File: config.mk
export PLATFORM = sky130hd
export DESIGN_NAME = rename_issue_top
export DESIGN_NICKNAME = d
export VERILOG_FILES = /design/src/common/rq_pkg.sv /design/src/hdl/exec_timer.sv /design/src/hdl/preg_free_list.sv /design/src/hdl/rename_issue_top.sv /design/src/rename_queue/rq_ctrl.sv /design/src/rename_queue/rq_line.sv /design/src/rename_queue/rq_store.sv
export SDC_FILE = /design/constraint.sdc
export NUM_CORES = 2
export LEC_CHECK = 0
export BUFFER_PORTS_ARGS = -buffer_cell sky130_fd_sc_hd__buf_2
export CAP_MARGIN = 30
export CORE_ASPECT_RATIO = 0.9
export CORE_MARGIN = 4
export CORE_UTILIZATION = 47
export DETAILED_ROUTE_END_ITERATION = 8
export GPL_TIMING_DRIVEN = 0
export HOLD_SLACK_MARGIN = 0.02
export SYNTH_ARGS = -nofsm -noshare
export SYNTH_HDL_FRONTEND = slang
export SYNTH_SLANG_ARGS = --single-unit
File: constraint.sdc
create_clock -name clk -period 5.6 [get_ports clk]
set_input_delay 0.28 -clock clk [delete_from_list [all_inputs] [get_ports clk]]
set_output_delay 0.28 -clock clk [all_outputs]
set_load 0.05 [all_outputs]
File: src/common/rq_pkg.sv
// shared definitions for the rename issue queue
// widths, instruction field positions, types, state enum, latencies
`default_nettype none

package rq_pkg;

  //////////////////////////////////////////////////
  // register file geometry
  //////////////////////////////////////////////////
  localparam int NUM_LREG        = 16;
  localparam int NUM_PREG        = 64;
  localparam int LREG_W          = 4;
  localparam int PREG_W          = 6;
  // ready bit on top of the physical number
  localparam int MAP_ENT_W       = PREG_W + 1;
  localparam int OP_W            = 8;

  // queue and free list sizes
  localparam int QUEUE_DEPTH     = 4;
  localparam int FIRST_FREE_PREG = 16;
  localparam int FREE_DEPTH      = 48;

  // cycles from the issue pulse to the done pulse
  localparam int EXEC_LAT        = 3;

  //////////////////////////////////////////////////
  // instruction layout, msb first
  // lsrc1 vld | lsrc1 | lsrc2 vld | lsrc2 | ldst vld | ldst | op
  //////////////////////////////////////////////////
  localparam int BIT_LSRC1_VLD   = 22;
  localparam int LSRC1_LSB       = 18;
  localparam int BIT_LSRC2_VLD   = 17;
  localparam int LSRC2_LSB       = 13;
  localparam int BIT_LDST_VLD    = 12;
  localparam int LDST_LSB        = 8;
  localparam int OP_LSB          = 0;

  typedef logic [LREG_W-1:0]             lreg_t;
  typedef logic [PREG_W-1:0]             preg_t;
  typedef logic [MAP_ENT_W-1:0]          map_ent_t;
  // logical register 0 in the low bits
  typedef logic [NUM_LREG*MAP_ENT_W-1:0] map_t;
  typedef logic [22:0]                   inst_t;
  typedef logic [1:0]                    line_idx_t;

  // dispatch handshake states
  typedef enum logic {
    IDLE,
    ACK
  } disp_state_t;

endpackage

`default_nettype wire

File: src/hdl/exec_timer.sv
// fixed latency model of the execution unit
`timescale 1ns/1ps
`default_nettype none

module exec_timer (
  input  logic              clk,
  input  logic              rst_n,
  input  logic              start_i,
  input  rq_pkg::line_idx_t start_line_i,
  output logic              busy_o,
  output logic              done_o,
  output rq_pkg::line_idx_t done_line_o
);

  localparam int CNT_W = $clog2(rq_pkg::EXEC_LAT + 1);

  logic [CNT_W-1:0]  cnt;
  rq_pkg::line_idx_t line_q;

  // count down from EXEC_LAT, done in the last busy cycle
  always_ff @(posedge clk or negedge rst_n)
  begin
    if (!rst_n)
    begin
      cnt <= '0;
    end
    else if (start_i)
    begin
      cnt <= CNT_W'(rq_pkg::EXEC_LAT);
    end
    else if (cnt != '0)
    begin
      cnt <= cnt - 1'b1;
    end
  end

  // line index of the op in flight
  always_ff @(posedge clk)
  begin
    if (start_i)
    begin
      line_q <= start_line_i;
    end
  end

  assign busy_o      = (cnt != '0);
  assign done_o      = (cnt == CNT_W'(1));
  assign done_line_o = line_q;

  a_no_start_busy : assert property (@(posedge clk) disable iff (!rst_n)
    start_i |-> !busy_o);

endmodule

`default_nettype wire

File: src/hdl/preg_free_list.sv
// free physical register FIFO
// starts full with the registers above the architectural set
`timescale 1ns/1ps
`default_nettype none

module preg_free_list (
  input  logic          clk,
  input  logic          rst_n,
  input  logic          pop_i,
  input  logic          push_i,
  input  rq_pkg::preg_t push_preg_i,
  output rq_pkg::preg_t head_preg_o,
  output logic          empty_o
);

  localparam int PTR_W = $clog2(rq_pkg::FREE_DEPTH);
  localparam int CNT_W = $clog2(rq_pkg::FREE_DEPTH + 1);

  rq_pkg::preg_t    mem [rq_pkg::FREE_DEPTH];
  logic [PTR_W-1:0] rd_ptr;
  logic [PTR_W-1:0] wr_ptr;
  logic [CNT_W-1:0] count;

  // pointer wrap at depth, which is not a power of two
  function automatic logic [PTR_W-1:0] ptr_inc(input logic [PTR_W-1:0] p);
    ptr_inc = (p == PTR_W'(rq_pkg::FREE_DEPTH - 1)) ? '0 : p + 1'b1;
  endfunction

  //////////////////////////////////////////////////
  // storage, preloaded at reset
  //////////////////////////////////////////////////
  always_ff @(posedge clk or negedge rst_n)
  begin
    if (!rst_n)
    begin
      for (int i = 0; i < rq_pkg::FREE_DEPTH; i++)
      begin
        mem[i] <= rq_pkg::preg_t'(rq_pkg::FIRST_FREE_PREG + i);
      end
    end
    else if (push_i)
    begin
      mem[wr_ptr] <= push_preg_i;
    end
  end

  // pointers and occupancy
  always_ff @(posedge clk or negedge rst_n)
  begin
    if (!rst_n)
    begin
      rd_ptr <= '0;
      wr_ptr <= '0;
      count  <= CNT_W'(rq_pkg::FREE_DEPTH);
    end
    else
    begin
      if (pop_i)
      begin
        rd_ptr <= ptr_inc(rd_ptr);
      end
      if (push_i)
      begin
        wr_ptr <= ptr_inc(wr_ptr);
      end
      if (push_i && !pop_i)
      begin
        count <= count + 1'b1;
      end
      else if (pop_i && !push_i)
      begin
        count <= count - 1'b1;
      end
    end
  end

  assign head_preg_o = mem[rd_ptr];
  assign empty_o     = (count == '0);

  // at most NUM_PREG - NUM_LREG registers are ever free
  a_no_overflow : assert property (@(posedge clk) disable iff (!rst_n)
    (push_i && !pop_i) |-> (count < CNT_W'(rq_pkg::NUM_PREG - rq_pkg::NUM_LREG)));

endmodule

`default_nettype wire

File: src/hdl/rename_issue_top.sv
// rename issue queue top
// store, map chain of four lines, control, free list, exec timer
`timescale 1ns/1ps
`default_nettype none

module rename_issue_top (
  input  logic                   clk,
  input  logic                   rst_n,
  input  logic                   disp_req_i,
  input  rq_pkg::inst_t          disp_inst_i,
  output logic                   disp_ack_o,
  output logic                   iss_valid_o,
  output logic [rq_pkg::OP_W-1:0] iss_op_o,
  output rq_pkg::preg_t          iss_psrc1_o,
  output rq_pkg::preg_t          iss_psrc2_o,
  output rq_pkg::preg_t          iss_pdst_o,
  output logic                   retire_valid_o,
  output rq_pkg::lreg_t          ret_ldst_o,
  output rq_pkg::preg_t          ret_pdst_o,
  output logic                   ret_free_vld_o,
  output rq_pkg::preg_t          ret_free_preg_o
);

  localparam int QD = rq_pkg::QUEUE_DEPTH;

  rq_pkg::inst_t [QD-1:0]    inst;
  rq_pkg::preg_t [QD-1:0]    pdst;
  logic [QD-1:0]             vld, issued, done_flag, src_rdy, dst_rdy, free_vld;
  rq_pkg::map_t [QD-1:0]     cur_map;
  rq_pkg::map_ent_t [QD-1:0] psrc1, psrc2;
  rq_pkg::preg_t [QD-1:0]    free_preg;
  rq_pkg::map_t              arch_map;
  logic                      disp_we, pop, free_empty, issue, retire;
  logic                      timer_busy, timer_done;
  rq_pkg::line_idx_t         disp_line, issue_line, done_line;
  rq_pkg::preg_t             head_preg;

  rq_store rq_store_inst (
    .clk(clk), .rst_n(rst_n),
    .disp_we_i(disp_we), .disp_line_i(disp_line),
    .disp_inst_i(disp_inst_i), .disp_pdst_i(head_preg),
    .issue_i(issue), .issue_line_i(issue_line),
    .done_i(timer_done), .done_line_i(done_line),
    .retire_i(retire), .commit_map_i(cur_map[0]),
    .inst_o(inst), .pdst_o(pdst), .vld_o(vld),
    .issued_o(issued), .done_o(done_flag), .arch_map_o(arch_map)
  );

  //////////////////////////////////////////////////
  // map chain, line 0 starts from the architectural map
  //////////////////////////////////////////////////
  for (genvar k = 0; k < QD; k++)
  begin : g_line
    rq_line rq_line_inst (
      .clk(clk), .rst_n(rst_n),
      .inst_i(inst[k]), .pdst_i(pdst[k]), .vld_i(vld[k]),
      .ld_i(disp_we && (disp_line == rq_pkg::line_idx_t'(k))),
      .done_i(timer_done && (done_line == rq_pkg::line_idx_t'(k))),
      .shift_i(retire),
      .upper_rdy_i((k == QD-1) ? 1'b1 : dst_rdy[(k+1) % QD]),
      .prv_map_i((k == 0) ? arch_map : cur_map[(k+QD-1) % QD]),
      .cur_map_o(cur_map[k]), .psrc1_o(psrc1[k]), .psrc2_o(psrc2[k]),
      .src_rdy_o(src_rdy[k]), .free_vld_o(free_vld[k]),
      .free_preg_o(free_preg[k]), .dst_rdy_o(dst_rdy[k])
    );
  end

  rq_ctrl rq_ctrl_inst (
    .clk(clk), .rst_n(rst_n),
    .disp_req_i(disp_req_i), .free_empty_i(free_empty),
    .vld_i(vld), .issued_i(issued), .done_i(done_flag), .src_rdy_i(src_rdy),
    .timer_busy_i(timer_busy),
    .disp_ack_o(disp_ack_o), .disp_we_o(disp_we), .disp_line_o(disp_line),
    .pop_o(pop), .issue_o(issue), .issue_line_o(issue_line), .retire_o(retire)
  );

  // old register of the head's ldst returns on retire
  preg_free_list preg_free_list_inst (
    .clk(clk), .rst_n(rst_n),
    .pop_i(pop), .push_i(retire && free_vld[0]), .push_preg_i(free_preg[0]),
    .head_preg_o(head_preg), .empty_o(free_empty)
  );

  exec_timer exec_timer_inst (
    .clk(clk), .rst_n(rst_n),
    .start_i(issue), .start_line_i(issue_line),
    .busy_o(timer_busy), .done_o(timer_done), .done_line_o(done_line)
  );

  // issue port, muxed from the selected line
  assign iss_valid_o = issue;
  assign iss_op_o    = inst[issue_line][rq_pkg::OP_LSB +: rq_pkg::OP_W];
  assign iss_psrc1_o = psrc1[issue_line][rq_pkg::PREG_W-1:0];
  assign iss_psrc2_o = psrc2[issue_line][rq_pkg::PREG_W-1:0];
  assign iss_pdst_o  = pdst[issue_line];

  // retire port, always the head line
  assign retire_valid_o  = retire;
  assign ret_ldst_o      = inst[0][rq_pkg::LDST_LSB +: rq_pkg::LREG_W];
  assign ret_pdst_o      = pdst[0];
  assign ret_free_vld_o  = free_vld[0];
  assign ret_free_preg_o = free_preg[0];

endmodule

`default_nettype wire

File: src/rename_queue/rq_ctrl.sv
// issue queue control
// dispatch handshake FSM, oldest-ready issue select, in-order retire
`timescale 1ns/1ps
`default_nettype none

module rq_ctrl (
  input  logic                           clk,
  input  logic                           rst_n,
  input  logic                           disp_req_i,
  input  logic                           free_empty_i,
  input  logic [rq_pkg::QUEUE_DEPTH-1:0] vld_i,
  input  logic [rq_pkg::QUEUE_DEPTH-1:0] issued_i,
  input  logic [rq_pkg::QUEUE_DEPTH-1:0] done_i,
  input  logic [rq_pkg::QUEUE_DEPTH-1:0] src_rdy_i,
  input  logic                           timer_busy_i,
  output logic                           disp_ack_o,
  output logic                           disp_we_o,
  output rq_pkg::line_idx_t              disp_line_o,
  output logic                           pop_o,
  output logic                           issue_o,
  output rq_pkg::line_idx_t              issue_line_o,
  output logic                           retire_o
);

  localparam int OCC_W = $clog2(rq_pkg::QUEUE_DEPTH + 1);

  rq_pkg::disp_state_t            state_q, state_d;
  logic [OCC_W-1:0]               occ;
  logic                           has_slot;
  logic [rq_pkg::QUEUE_DEPTH-1:0] cand;
  logic                           cand_any;

  //////////////////////////////////////////////////
  // retire
  //////////////////////////////////////////////////
  // head done and nothing in flight, since a shift would
  // invalidate the line index held by the timer
  assign retire_o = vld_i[0] & done_i[0] & ~timer_busy_i;

  //////////////////////////////////////////////////
  // dispatch
  //////////////////////////////////////////////////
  // lines stay packed toward line 0, so occupancy is the next free slot
  always_comb
  begin
    occ = '0;
    for (int k = 0; k < rq_pkg::QUEUE_DEPTH; k++)
    begin
      occ = occ + OCC_W'(vld_i[k]);
    end
  end

  // a retiring head makes room in the same cycle
  assign has_slot    = (occ < OCC_W'(rq_pkg::QUEUE_DEPTH)) | retire_o;
  assign disp_line_o = rq_pkg::line_idx_t'(occ - OCC_W'(retire_o));

  // one write per handshake, only from IDLE
  assign disp_we_o = (state_q == rq_pkg::IDLE) & disp_req_i & has_slot & ~free_empty_i;
  assign pop_o     = disp_we_o;

  always_comb
  begin
    state_d = state_q;
    case (state_q)
      rq_pkg::IDLE:
      begin
        if (disp_we_o)
        begin
          state_d = rq_pkg::ACK;
        end
      end
      rq_pkg::ACK:
      begin
        // hold ack until the requester lets go
        if (!disp_req_i)
        begin
          state_d = rq_pkg::IDLE;
        end
      end
      default:
      begin
        state_d = rq_pkg::IDLE;
      end
    endcase
  end

  always_ff @(posedge clk or negedge rst_n)
  begin
    if (!rst_n)
    begin
      state_q <= rq_pkg::IDLE;
    end
    else
    begin
      state_q <= state_d;
    end
  end

  assign disp_ack_o = (state_q == rq_pkg::ACK);

  //////////////////////////////////////////////////
  // issue select
  //////////////////////////////////////////////////
  assign cand = vld_i & ~issued_i & src_rdy_i;

  // walk from the youngest down so the oldest candidate sticks
  always_comb
  begin
    cand_any     = 1'b0;
    issue_line_o = '0;
    for (int k = rq_pkg::QUEUE_DEPTH-1; k >= 0; k--)
    begin
      if (cand[k])
      begin
        cand_any     = 1'b1;
        issue_line_o = rq_pkg::line_idx_t'(k);
      end
    end
  end

  // single unit, and retire gets the cycle first
  assign issue_o = cand_any & ~timer_busy_i & ~retire_o;

  // slot index above relies on valid lines packed toward line 0
  a_lines_packed : assert property (@(posedge clk) disable iff (!rst_n)
    (vld_i & (vld_i + 1'b1)) == '0);

endmodule

`default_nettype wire

File: src/rename_queue/rq_line.sv
// one issue queue line
// source lookup in the incoming map, destination ready flop,
// outgoing map with this line's destination, register to free
`timescale 1ns/1ps
`default_nettype none

module rq_line (
  input  logic             clk,
  input  logic             rst_n,
  input  rq_pkg::inst_t    inst_i,
  input  rq_pkg::preg_t    pdst_i,
  input  logic             vld_i,
  input  logic             ld_i,
  input  logic             done_i,
  input  logic             shift_i,
  input  logic             upper_rdy_i,
  input  rq_pkg::map_t     prv_map_i,
  output rq_pkg::map_t     cur_map_o,
  output rq_pkg::map_ent_t psrc1_o,
  output rq_pkg::map_ent_t psrc2_o,
  output logic             src_rdy_o,
  output logic             free_vld_o,
  output rq_pkg::preg_t    free_preg_o,
  output logic             dst_rdy_o
);

  rq_pkg::lreg_t    lsrc1;
  rq_pkg::lreg_t    lsrc2;
  rq_pkg::lreg_t    ldst;
  logic             has_dst;
  logic             dst_rdy_q;
  rq_pkg::map_ent_t old_ent;

  // field extraction
  assign lsrc1   = inst_i[rq_pkg::LSRC1_LSB +: rq_pkg::LREG_W];
  assign lsrc2   = inst_i[rq_pkg::LSRC2_LSB +: rq_pkg::LREG_W];
  assign ldst    = inst_i[rq_pkg::LDST_LSB +: rq_pkg::LREG_W];
  assign has_dst = vld_i & inst_i[rq_pkg::BIT_LDST_VLD];

  //////////////////////////////////////////////////
  // source renaming
  //////////////////////////////////////////////////
  // an absent source or an empty line reads as ready p0
  assign psrc1_o = (vld_i && inst_i[rq_pkg::BIT_LSRC1_VLD]) ?
                   prv_map_i[rq_pkg::MAP_ENT_W*lsrc1 +: rq_pkg::MAP_ENT_W] :
                   {1'b1, rq_pkg::preg_t'(0)};
  assign psrc2_o = (vld_i && inst_i[rq_pkg::BIT_LSRC2_VLD]) ?
                   prv_map_i[rq_pkg::MAP_ENT_W*lsrc2 +: rq_pkg::MAP_ENT_W] :
                   {1'b1, rq_pkg::preg_t'(0)};

  // both ready bits set
  assign src_rdy_o = psrc1_o[rq_pkg::PREG_W] & psrc2_o[rq_pkg::PREG_W];

  //////////////////////////////////////////////////
  // destination ready flop
  //////////////////////////////////////////////////
  // load clears, completion sets, retire pulls the value from the line above
  always_ff @(posedge clk or negedge rst_n)
  begin
    if (!rst_n)
    begin
      dst_rdy_q <= 1'b0;
    end
    else if (ld_i)
    begin
      dst_rdy_q <= 1'b0;
    end
    else if (done_i)
    begin
      dst_rdy_q <= 1'b1;
    end
    else if (shift_i)
    begin
      dst_rdy_q <= upper_rdy_i;
    end
  end

  // no destination means nothing for younger lines to wait on
  assign dst_rdy_o = dst_rdy_q | ~inst_i[rq_pkg::BIT_LDST_VLD];

  //////////////////////////////////////////////////
  // outgoing map and freed register
  //////////////////////////////////////////////////
  assign old_ent = prv_map_i[rq_pkg::MAP_ENT_W*ldst +: rq_pkg::MAP_ENT_W];

  always_comb
  begin
    cur_map_o = prv_map_i;
    // overwrite only our ldst entry
    if (has_dst)
    begin
      cur_map_o[rq_pkg::MAP_ENT_W*ldst +: rq_pkg::MAP_ENT_W] = {dst_rdy_q, pdst_i};
    end
  end

  // previous owner of ldst goes back to the free list at retire
  assign free_vld_o  = has_dst;
  assign free_preg_o = old_ent[rq_pkg::PREG_W-1:0];

  // dispatch and completion target different lines
  a_ld_done_excl : assert property (@(posedge clk) disable iff (!rst_n)
    !(ld_i && done_i));

endmodule

`default_nettype wire

File: src/rename_queue/rq_store.sv
// issue queue line storage and architectural map register
// lines shift down on retire, dispatch fills the top free slot
`timescale 1ns/1ps
`default_nettype none

module rq_store (
  input  logic                                    clk,
  input  logic                                    rst_n,
  input  logic                                    disp_we_i,
  input  rq_pkg::line_idx_t                       disp_line_i,
  input  rq_pkg::inst_t                           disp_inst_i,
  input  rq_pkg::preg_t                           disp_pdst_i,
  input  logic                                    issue_i,
  input  rq_pkg::line_idx_t                       issue_line_i,
  input  logic                                    done_i,
  input  rq_pkg::line_idx_t                       done_line_i,
  input  logic                                    retire_i,
  input  rq_pkg::map_t                            commit_map_i,
  output rq_pkg::inst_t [rq_pkg::QUEUE_DEPTH-1:0] inst_o,
  output rq_pkg::preg_t [rq_pkg::QUEUE_DEPTH-1:0] pdst_o,
  output logic [rq_pkg::QUEUE_DEPTH-1:0]          vld_o,
  output logic [rq_pkg::QUEUE_DEPTH-1:0]          issued_o,
  output logic [rq_pkg::QUEUE_DEPTH-1:0]          done_o,
  output rq_pkg::map_t                            arch_map_o
);

  rq_pkg::inst_t [rq_pkg::QUEUE_DEPTH-1:0] inst_q;
  rq_pkg::preg_t [rq_pkg::QUEUE_DEPTH-1:0] pdst_q;
  logic [rq_pkg::QUEUE_DEPTH-1:0]          vld_q, vld_d;
  logic [rq_pkg::QUEUE_DEPTH-1:0]          issued_q, issued_d;
  logic [rq_pkg::QUEUE_DEPTH-1:0]          done_q, done_d;
  rq_pkg::map_t                            arch_q;

  //////////////////////////////////////////////////
  // payload
  //////////////////////////////////////////////////
  always_ff @(posedge clk)
  begin
    if (retire_i)
    begin
      for (int k = 0; k < rq_pkg::QUEUE_DEPTH-1; k++)
      begin
        inst_q[k] <= inst_q[k+1];
        pdst_q[k] <= pdst_q[k+1];
      end
    end
    // dispatch index is already post-shift, so this write wins
    if (disp_we_i)
    begin
      inst_q[disp_line_i] <= disp_inst_i;
      pdst_q[disp_line_i] <= disp_pdst_i;
    end
  end

  //////////////////////////////////////////////////
  // per-line status
  //////////////////////////////////////////////////
  always_comb
  begin
    vld_d    = vld_q;
    issued_d = issued_q;
    done_d   = done_q;
    // issue and done use pre-shift indices
    if (issue_i)
    begin
      issued_d[issue_line_i] = 1'b1;
    end
    if (done_i)
    begin
      done_d[done_line_i] = 1'b1;
    end
    if (retire_i)
    begin
      vld_d    = vld_d >> 1;
      issued_d = issued_d >> 1;
      done_d   = done_d >> 1;
    end
    if (disp_we_i)
    begin
      vld_d[disp_line_i]    = 1'b1;
      issued_d[disp_line_i] = 1'b0;
      done_d[disp_line_i]   = 1'b0;
    end
  end

  always_ff @(posedge clk or negedge rst_n)
  begin
    if (!rst_n)
    begin
      vld_q    <= '0;
      issued_q <= '0;
      done_q   <= '0;
    end
    else
    begin
      vld_q    <= vld_d;
      issued_q <= issued_d;
      done_q   <= done_d;
    end
  end

  //////////////////////////////////////////////////
  // architectural map
  //////////////////////////////////////////////////
  // reset to identity, every entry ready
  always_ff @(posedge clk or negedge rst_n)
  begin
    if (!rst_n)
    begin
      for (int i = 0; i < rq_pkg::NUM_LREG; i++)
      begin
        arch_q[rq_pkg::MAP_ENT_W*i +: rq_pkg::MAP_ENT_W] <= {1'b1, rq_pkg::preg_t'(i)};
      end
    end
    else if (retire_i)
    begin
      arch_q <= commit_map_i;
    end
  end

  assign inst_o     = inst_q;
  assign pdst_o     = pdst_q;
  assign vld_o      = vld_q;
  assign issued_o   = issued_q;
  assign done_o     = done_q;
  assign arch_map_o = arch_q;

endmodule

`default_nettype wire

==> flow_metrics.tcl <==
set metrics [dict create \
    grt_util_all_layers_pct 43.9 \
    yosysTopAreaCellShare_pct 16.4 \
    clockRootBuffer "clkbuf_16" \
    cpPeakStageDelay_ps 590 \
    status "finished with violations" \
    pre_cts_slack_ps -2270 \
    fin_nets 4181 \
    synth-warning-count 0 \
    path_cells "clkbuf_4, inv_1, ha_2, nand4_1, a2111oi_2, a2111oi_0, o21ai_0, a32oi_1, o21ai_0, o211ai_1, buf_4, a211o_4, a21oi_4, buf_12, buf_16, buf_12, nand3b_1, o2111ai_1, buf_4" \
    syn_area_mm2 0.0390 \
    fin_crit_sh_pct 104 \
    reg2reg_slack_ps 110 \
    path_class "register to output pin" \
    dr_wl_met3_um 32100 \
    netlist_top_cells_area "mux4_2, dfrtp_1, dfstp_2" \
    gp_congestion 1.06 \
    wl_met1_um 78600 \
    grt_start_max_net_pins 120 \
    clk_latency_ps 650 \
    vdd_drop_max_uv 314 \
    syn-num-nets 3880 \
    hold_class "input port to async pin" \
    dr_total_vias 38100 \
    drtAntennaViolNets 0 \
    cp-start-kind "register" \
    fmaxAchievable_ghz 0.172 \
    path_clk_slew_ps 60 \
    register_area_mm2 0.0139 \
    viasPerCell 7.25 \
    grt_pass1_wl_um 273000 \
    ys_top_cells_by_count "nand2_1, nor2_1, mux2_2" \
    setup-tns-final_ps -1070 \
    cp_max_fo 10 \
    period_minus_slack_ps 5800 \
    dp_hpwl_um 155000 \
    clk_path_buf_depth 3 \
    synth_edf_count 31 \
    rr_startpoint "exec_timer_inst.cnt[0]$_DFFE_PN0P_" \
    final_cells 5247 \
    power.leakage_nw 18.4 \
    wl_per_cell_um 37.5 \
    numCtsBuffers 66 \
    fill_cells 7102 \
    synth_seq_area_share_pct 35.6 \
    maxSlewHeadroom_pct 18.7 \
    synthFlopType "dfrtp_1" \
    synthCells 3828 \
    drtPass1Iterations 8 \
    post-route-cell-area_mm2 0.0462 \
    async_reset_ff_share_pct 78.7 \
    crit_arrival_ps 5520 \
    io_pins 72 \
    first_global_vias 36100 \
    drt_wl_total_um 197000 \
    die_x_um 312 \
    total_power_mw 8.86 \
    coreArea_mm2 0.0816 \
    drtIter0Drc 5710 \
    grt-ovfl-total 0 \
    initial_core_util_pct 47.7 \
    yosys_register_bits 555 \
    drive_gt1_share_pct 34.0 \
    reg2reg_to "rq_store_inst.inst_o[11]$_DFF_P_" \
    hold_viol_final 0 \
    p_per_area_mw_per_mm2 192 \
    rsz0062_at_grt "true" \
    antenna_found_initial 11 \
    ys_types 112 \
    final-setup-viol-count 13 \
    violations "setup timing" \
    skew_ps 35.4 \
    synth_area_per_cell_um2 10.2 \
    row_count 99 \
    multi_input_area_mm2 0.0247 \
    drv_slew 0 \
    portBuffers 71 \
    worst-r2r-cell-count 15 \
    cts_tree "built" \
    clock_sinks 555 \
    drc 0 \
    dp.cells 5002 \
    tightest_slew_ps 1220 \
    die_y_um 281 \
    yosysMostFrequentCell "nand2_1" \
    slowest_stage "a2111oi_2" \
    top_layer "met5" \
    area_delta_synth_final_pct 18.6 \
    dieArea_mm2 0.0876 \
    cap_violations 0 \
    synth_top_area_cell "mux4_2" \
    wl_met2_um 76600 \
    critPathCaptureType "output pin" \
    worst_slack_ps -199 \
    required_ps 5320 \
    h-tree-depth 3 \
    place_area_mm2 0.0413 \
]
==> per-stage QoR <==
stage,util (%),hold WS (ps)
after detailed placement,50.7,356
final,56.6,288
after global routing,56.6,341
after global placement,50.0,462
after floorplan,-,-15.6
after CTS,55.8,274
==> per-layer routing <==
layer / global-route usage [%] / vias to the layer above
li1: - / 15100
met1: 61.3 / 19300
met2: 58.8 / 3106
met3: 20.4 / 569
met4: 17.2 / 8
met5: 1.08 / -
==> report_power, final <==
| part | total, mW | internal (mW) | switching [mW] |
|---|---|---|---|
| sequential | 4.04 | 4.04 | 0 |
| clock | 4.72 | 2.83 | 1.88 |
| combinational | 0.110 | 0.0249 | 0.0849 |
==> layout by cell type, fill, tap and decap left out, types with 17 or more instances in the layout <==
master           n
nand4_1         31
o21ai_0        222
nand2_1        483
dlygate4sd3_1   25
o22ai_1         64
and3_1          35
nand2b_1        17
dfrtp_1        226
dfstp_2        210
a31oi_1         72
o211ai_1        23
dfxtp_1         83
buf_8           29
buf_2           63
ha_1            18
mux2i_4         18
nor2_1         314
clkbuf_8        17
nor3_1          49
a21oi_1        166
a22oi_1         21
mux2i_1        141
a21o_1          23
mux2_2         323
buf_1           27
clkbuf_16       67
nand3_1         86
buf_6           24
and2_1          23
o2111ai_1       18
clkbuf_1       226
buf_4          128
inv_1           43
edfxtp_1        31
mux4_2         284
a211oi_1        29
==> area by class of cell <==
cell class | count | area share [%]
buffer | 306 | 3.17
sequential | 555 | 30.0
timing repair buffer | 249 | 4.80
antenna | 4 | 0.0217
clock buffer | 95 | 4.22
inverter | 59 | 0.528
multi-input combinational | 2892 | 53.4
clock inverter | 27 | 0.937
tap | 1060 | 2.87
==> worst max-delay path, delay by kind of cell (launching register included) <==
family	cells	cell delay, ps
AOI/OAI and AO/OA	9	2020
adders and majority gates	1	480
buffers and inverters	7	1310
DFF	1	330
and+or+nand+nor	2	720
==> how the worst max path moves through the flow <==
stage                                     start                                 end  slack (ps)
6_report       rq_store_inst.inst_o[32]$_DFF_P_                      iss_psrc1_o[0]        -200
3_3_place_gp                              rst_n  exec_timer_inst.cnt[1]$_DFFE_PN0P_       -4710
2_1_floorplan   rq_store_inst.inst_o[8]$_DFF_P_                      iss_psrc1_o[4]          90
3_5_place_dp    rq_store_inst.inst_o[8]$_DFF_P_                      iss_psrc1_o[4]       -2270
5_1_grt         rq_store_inst.inst_o[8]$_DFF_P_                      iss_psrc1_o[4]        -110
4_1_cts         rq_store_inst.inst_o[8]$_DFF_P_                      iss_psrc1_o[4]        -150
==> logic make-up (layout without fill, tap and decap cells) <==
family | after synthesis | after routing | synth area share, %
buffers and inverters | 382 | 736 | 3.96
XOR/XNOR | 15 | 16 | 0.424
adder cells (fa/ha/maj) | 26 | 26 | 0.873
AO/OA/AOI/OAI | 883 | 883 | 15.0
other | 0 | 4 | 0
multiplexers | 774 | 774 | 30.0
flip-flops | 555 | 555 | 35.6
AND/OR/NAND/NOR | 1193 | 1193 | 14.1
==> sequential cells by signal, indices dropped and copies added, names as in the netlist, 4 cells and up <==
name / flops
rq_store_inst.vld_o: 4
g_line.rq_line_inst.dst_rdy_q: 4
preg_free_list_inst.count: 6
rq_store_inst.pdst_o: 24
rq_store_inst.inst_o: 92
preg_free_list_inst.rd_ptr: 6
rq_store_inst.arch_map_o: 112
rq_store_inst.done_o: 4
preg_free_list_inst.mem: 288
rq_store_inst.issued_o: 4
preg_free_list_inst.wr_ptr: 6
==> repair_timing <==
item / CTS / global route
gates resized for setup: 255 / 97
endpoints found under the setup margin: 37 / 62
hold endpoints to repair: 139 / 0
cloned: 1 / 0
pin swaps: 37 / 35
hold buffers: 25 / 0
setup buffers: 62 / 35
Note: power is estimated with default switching activity, not from simulation.
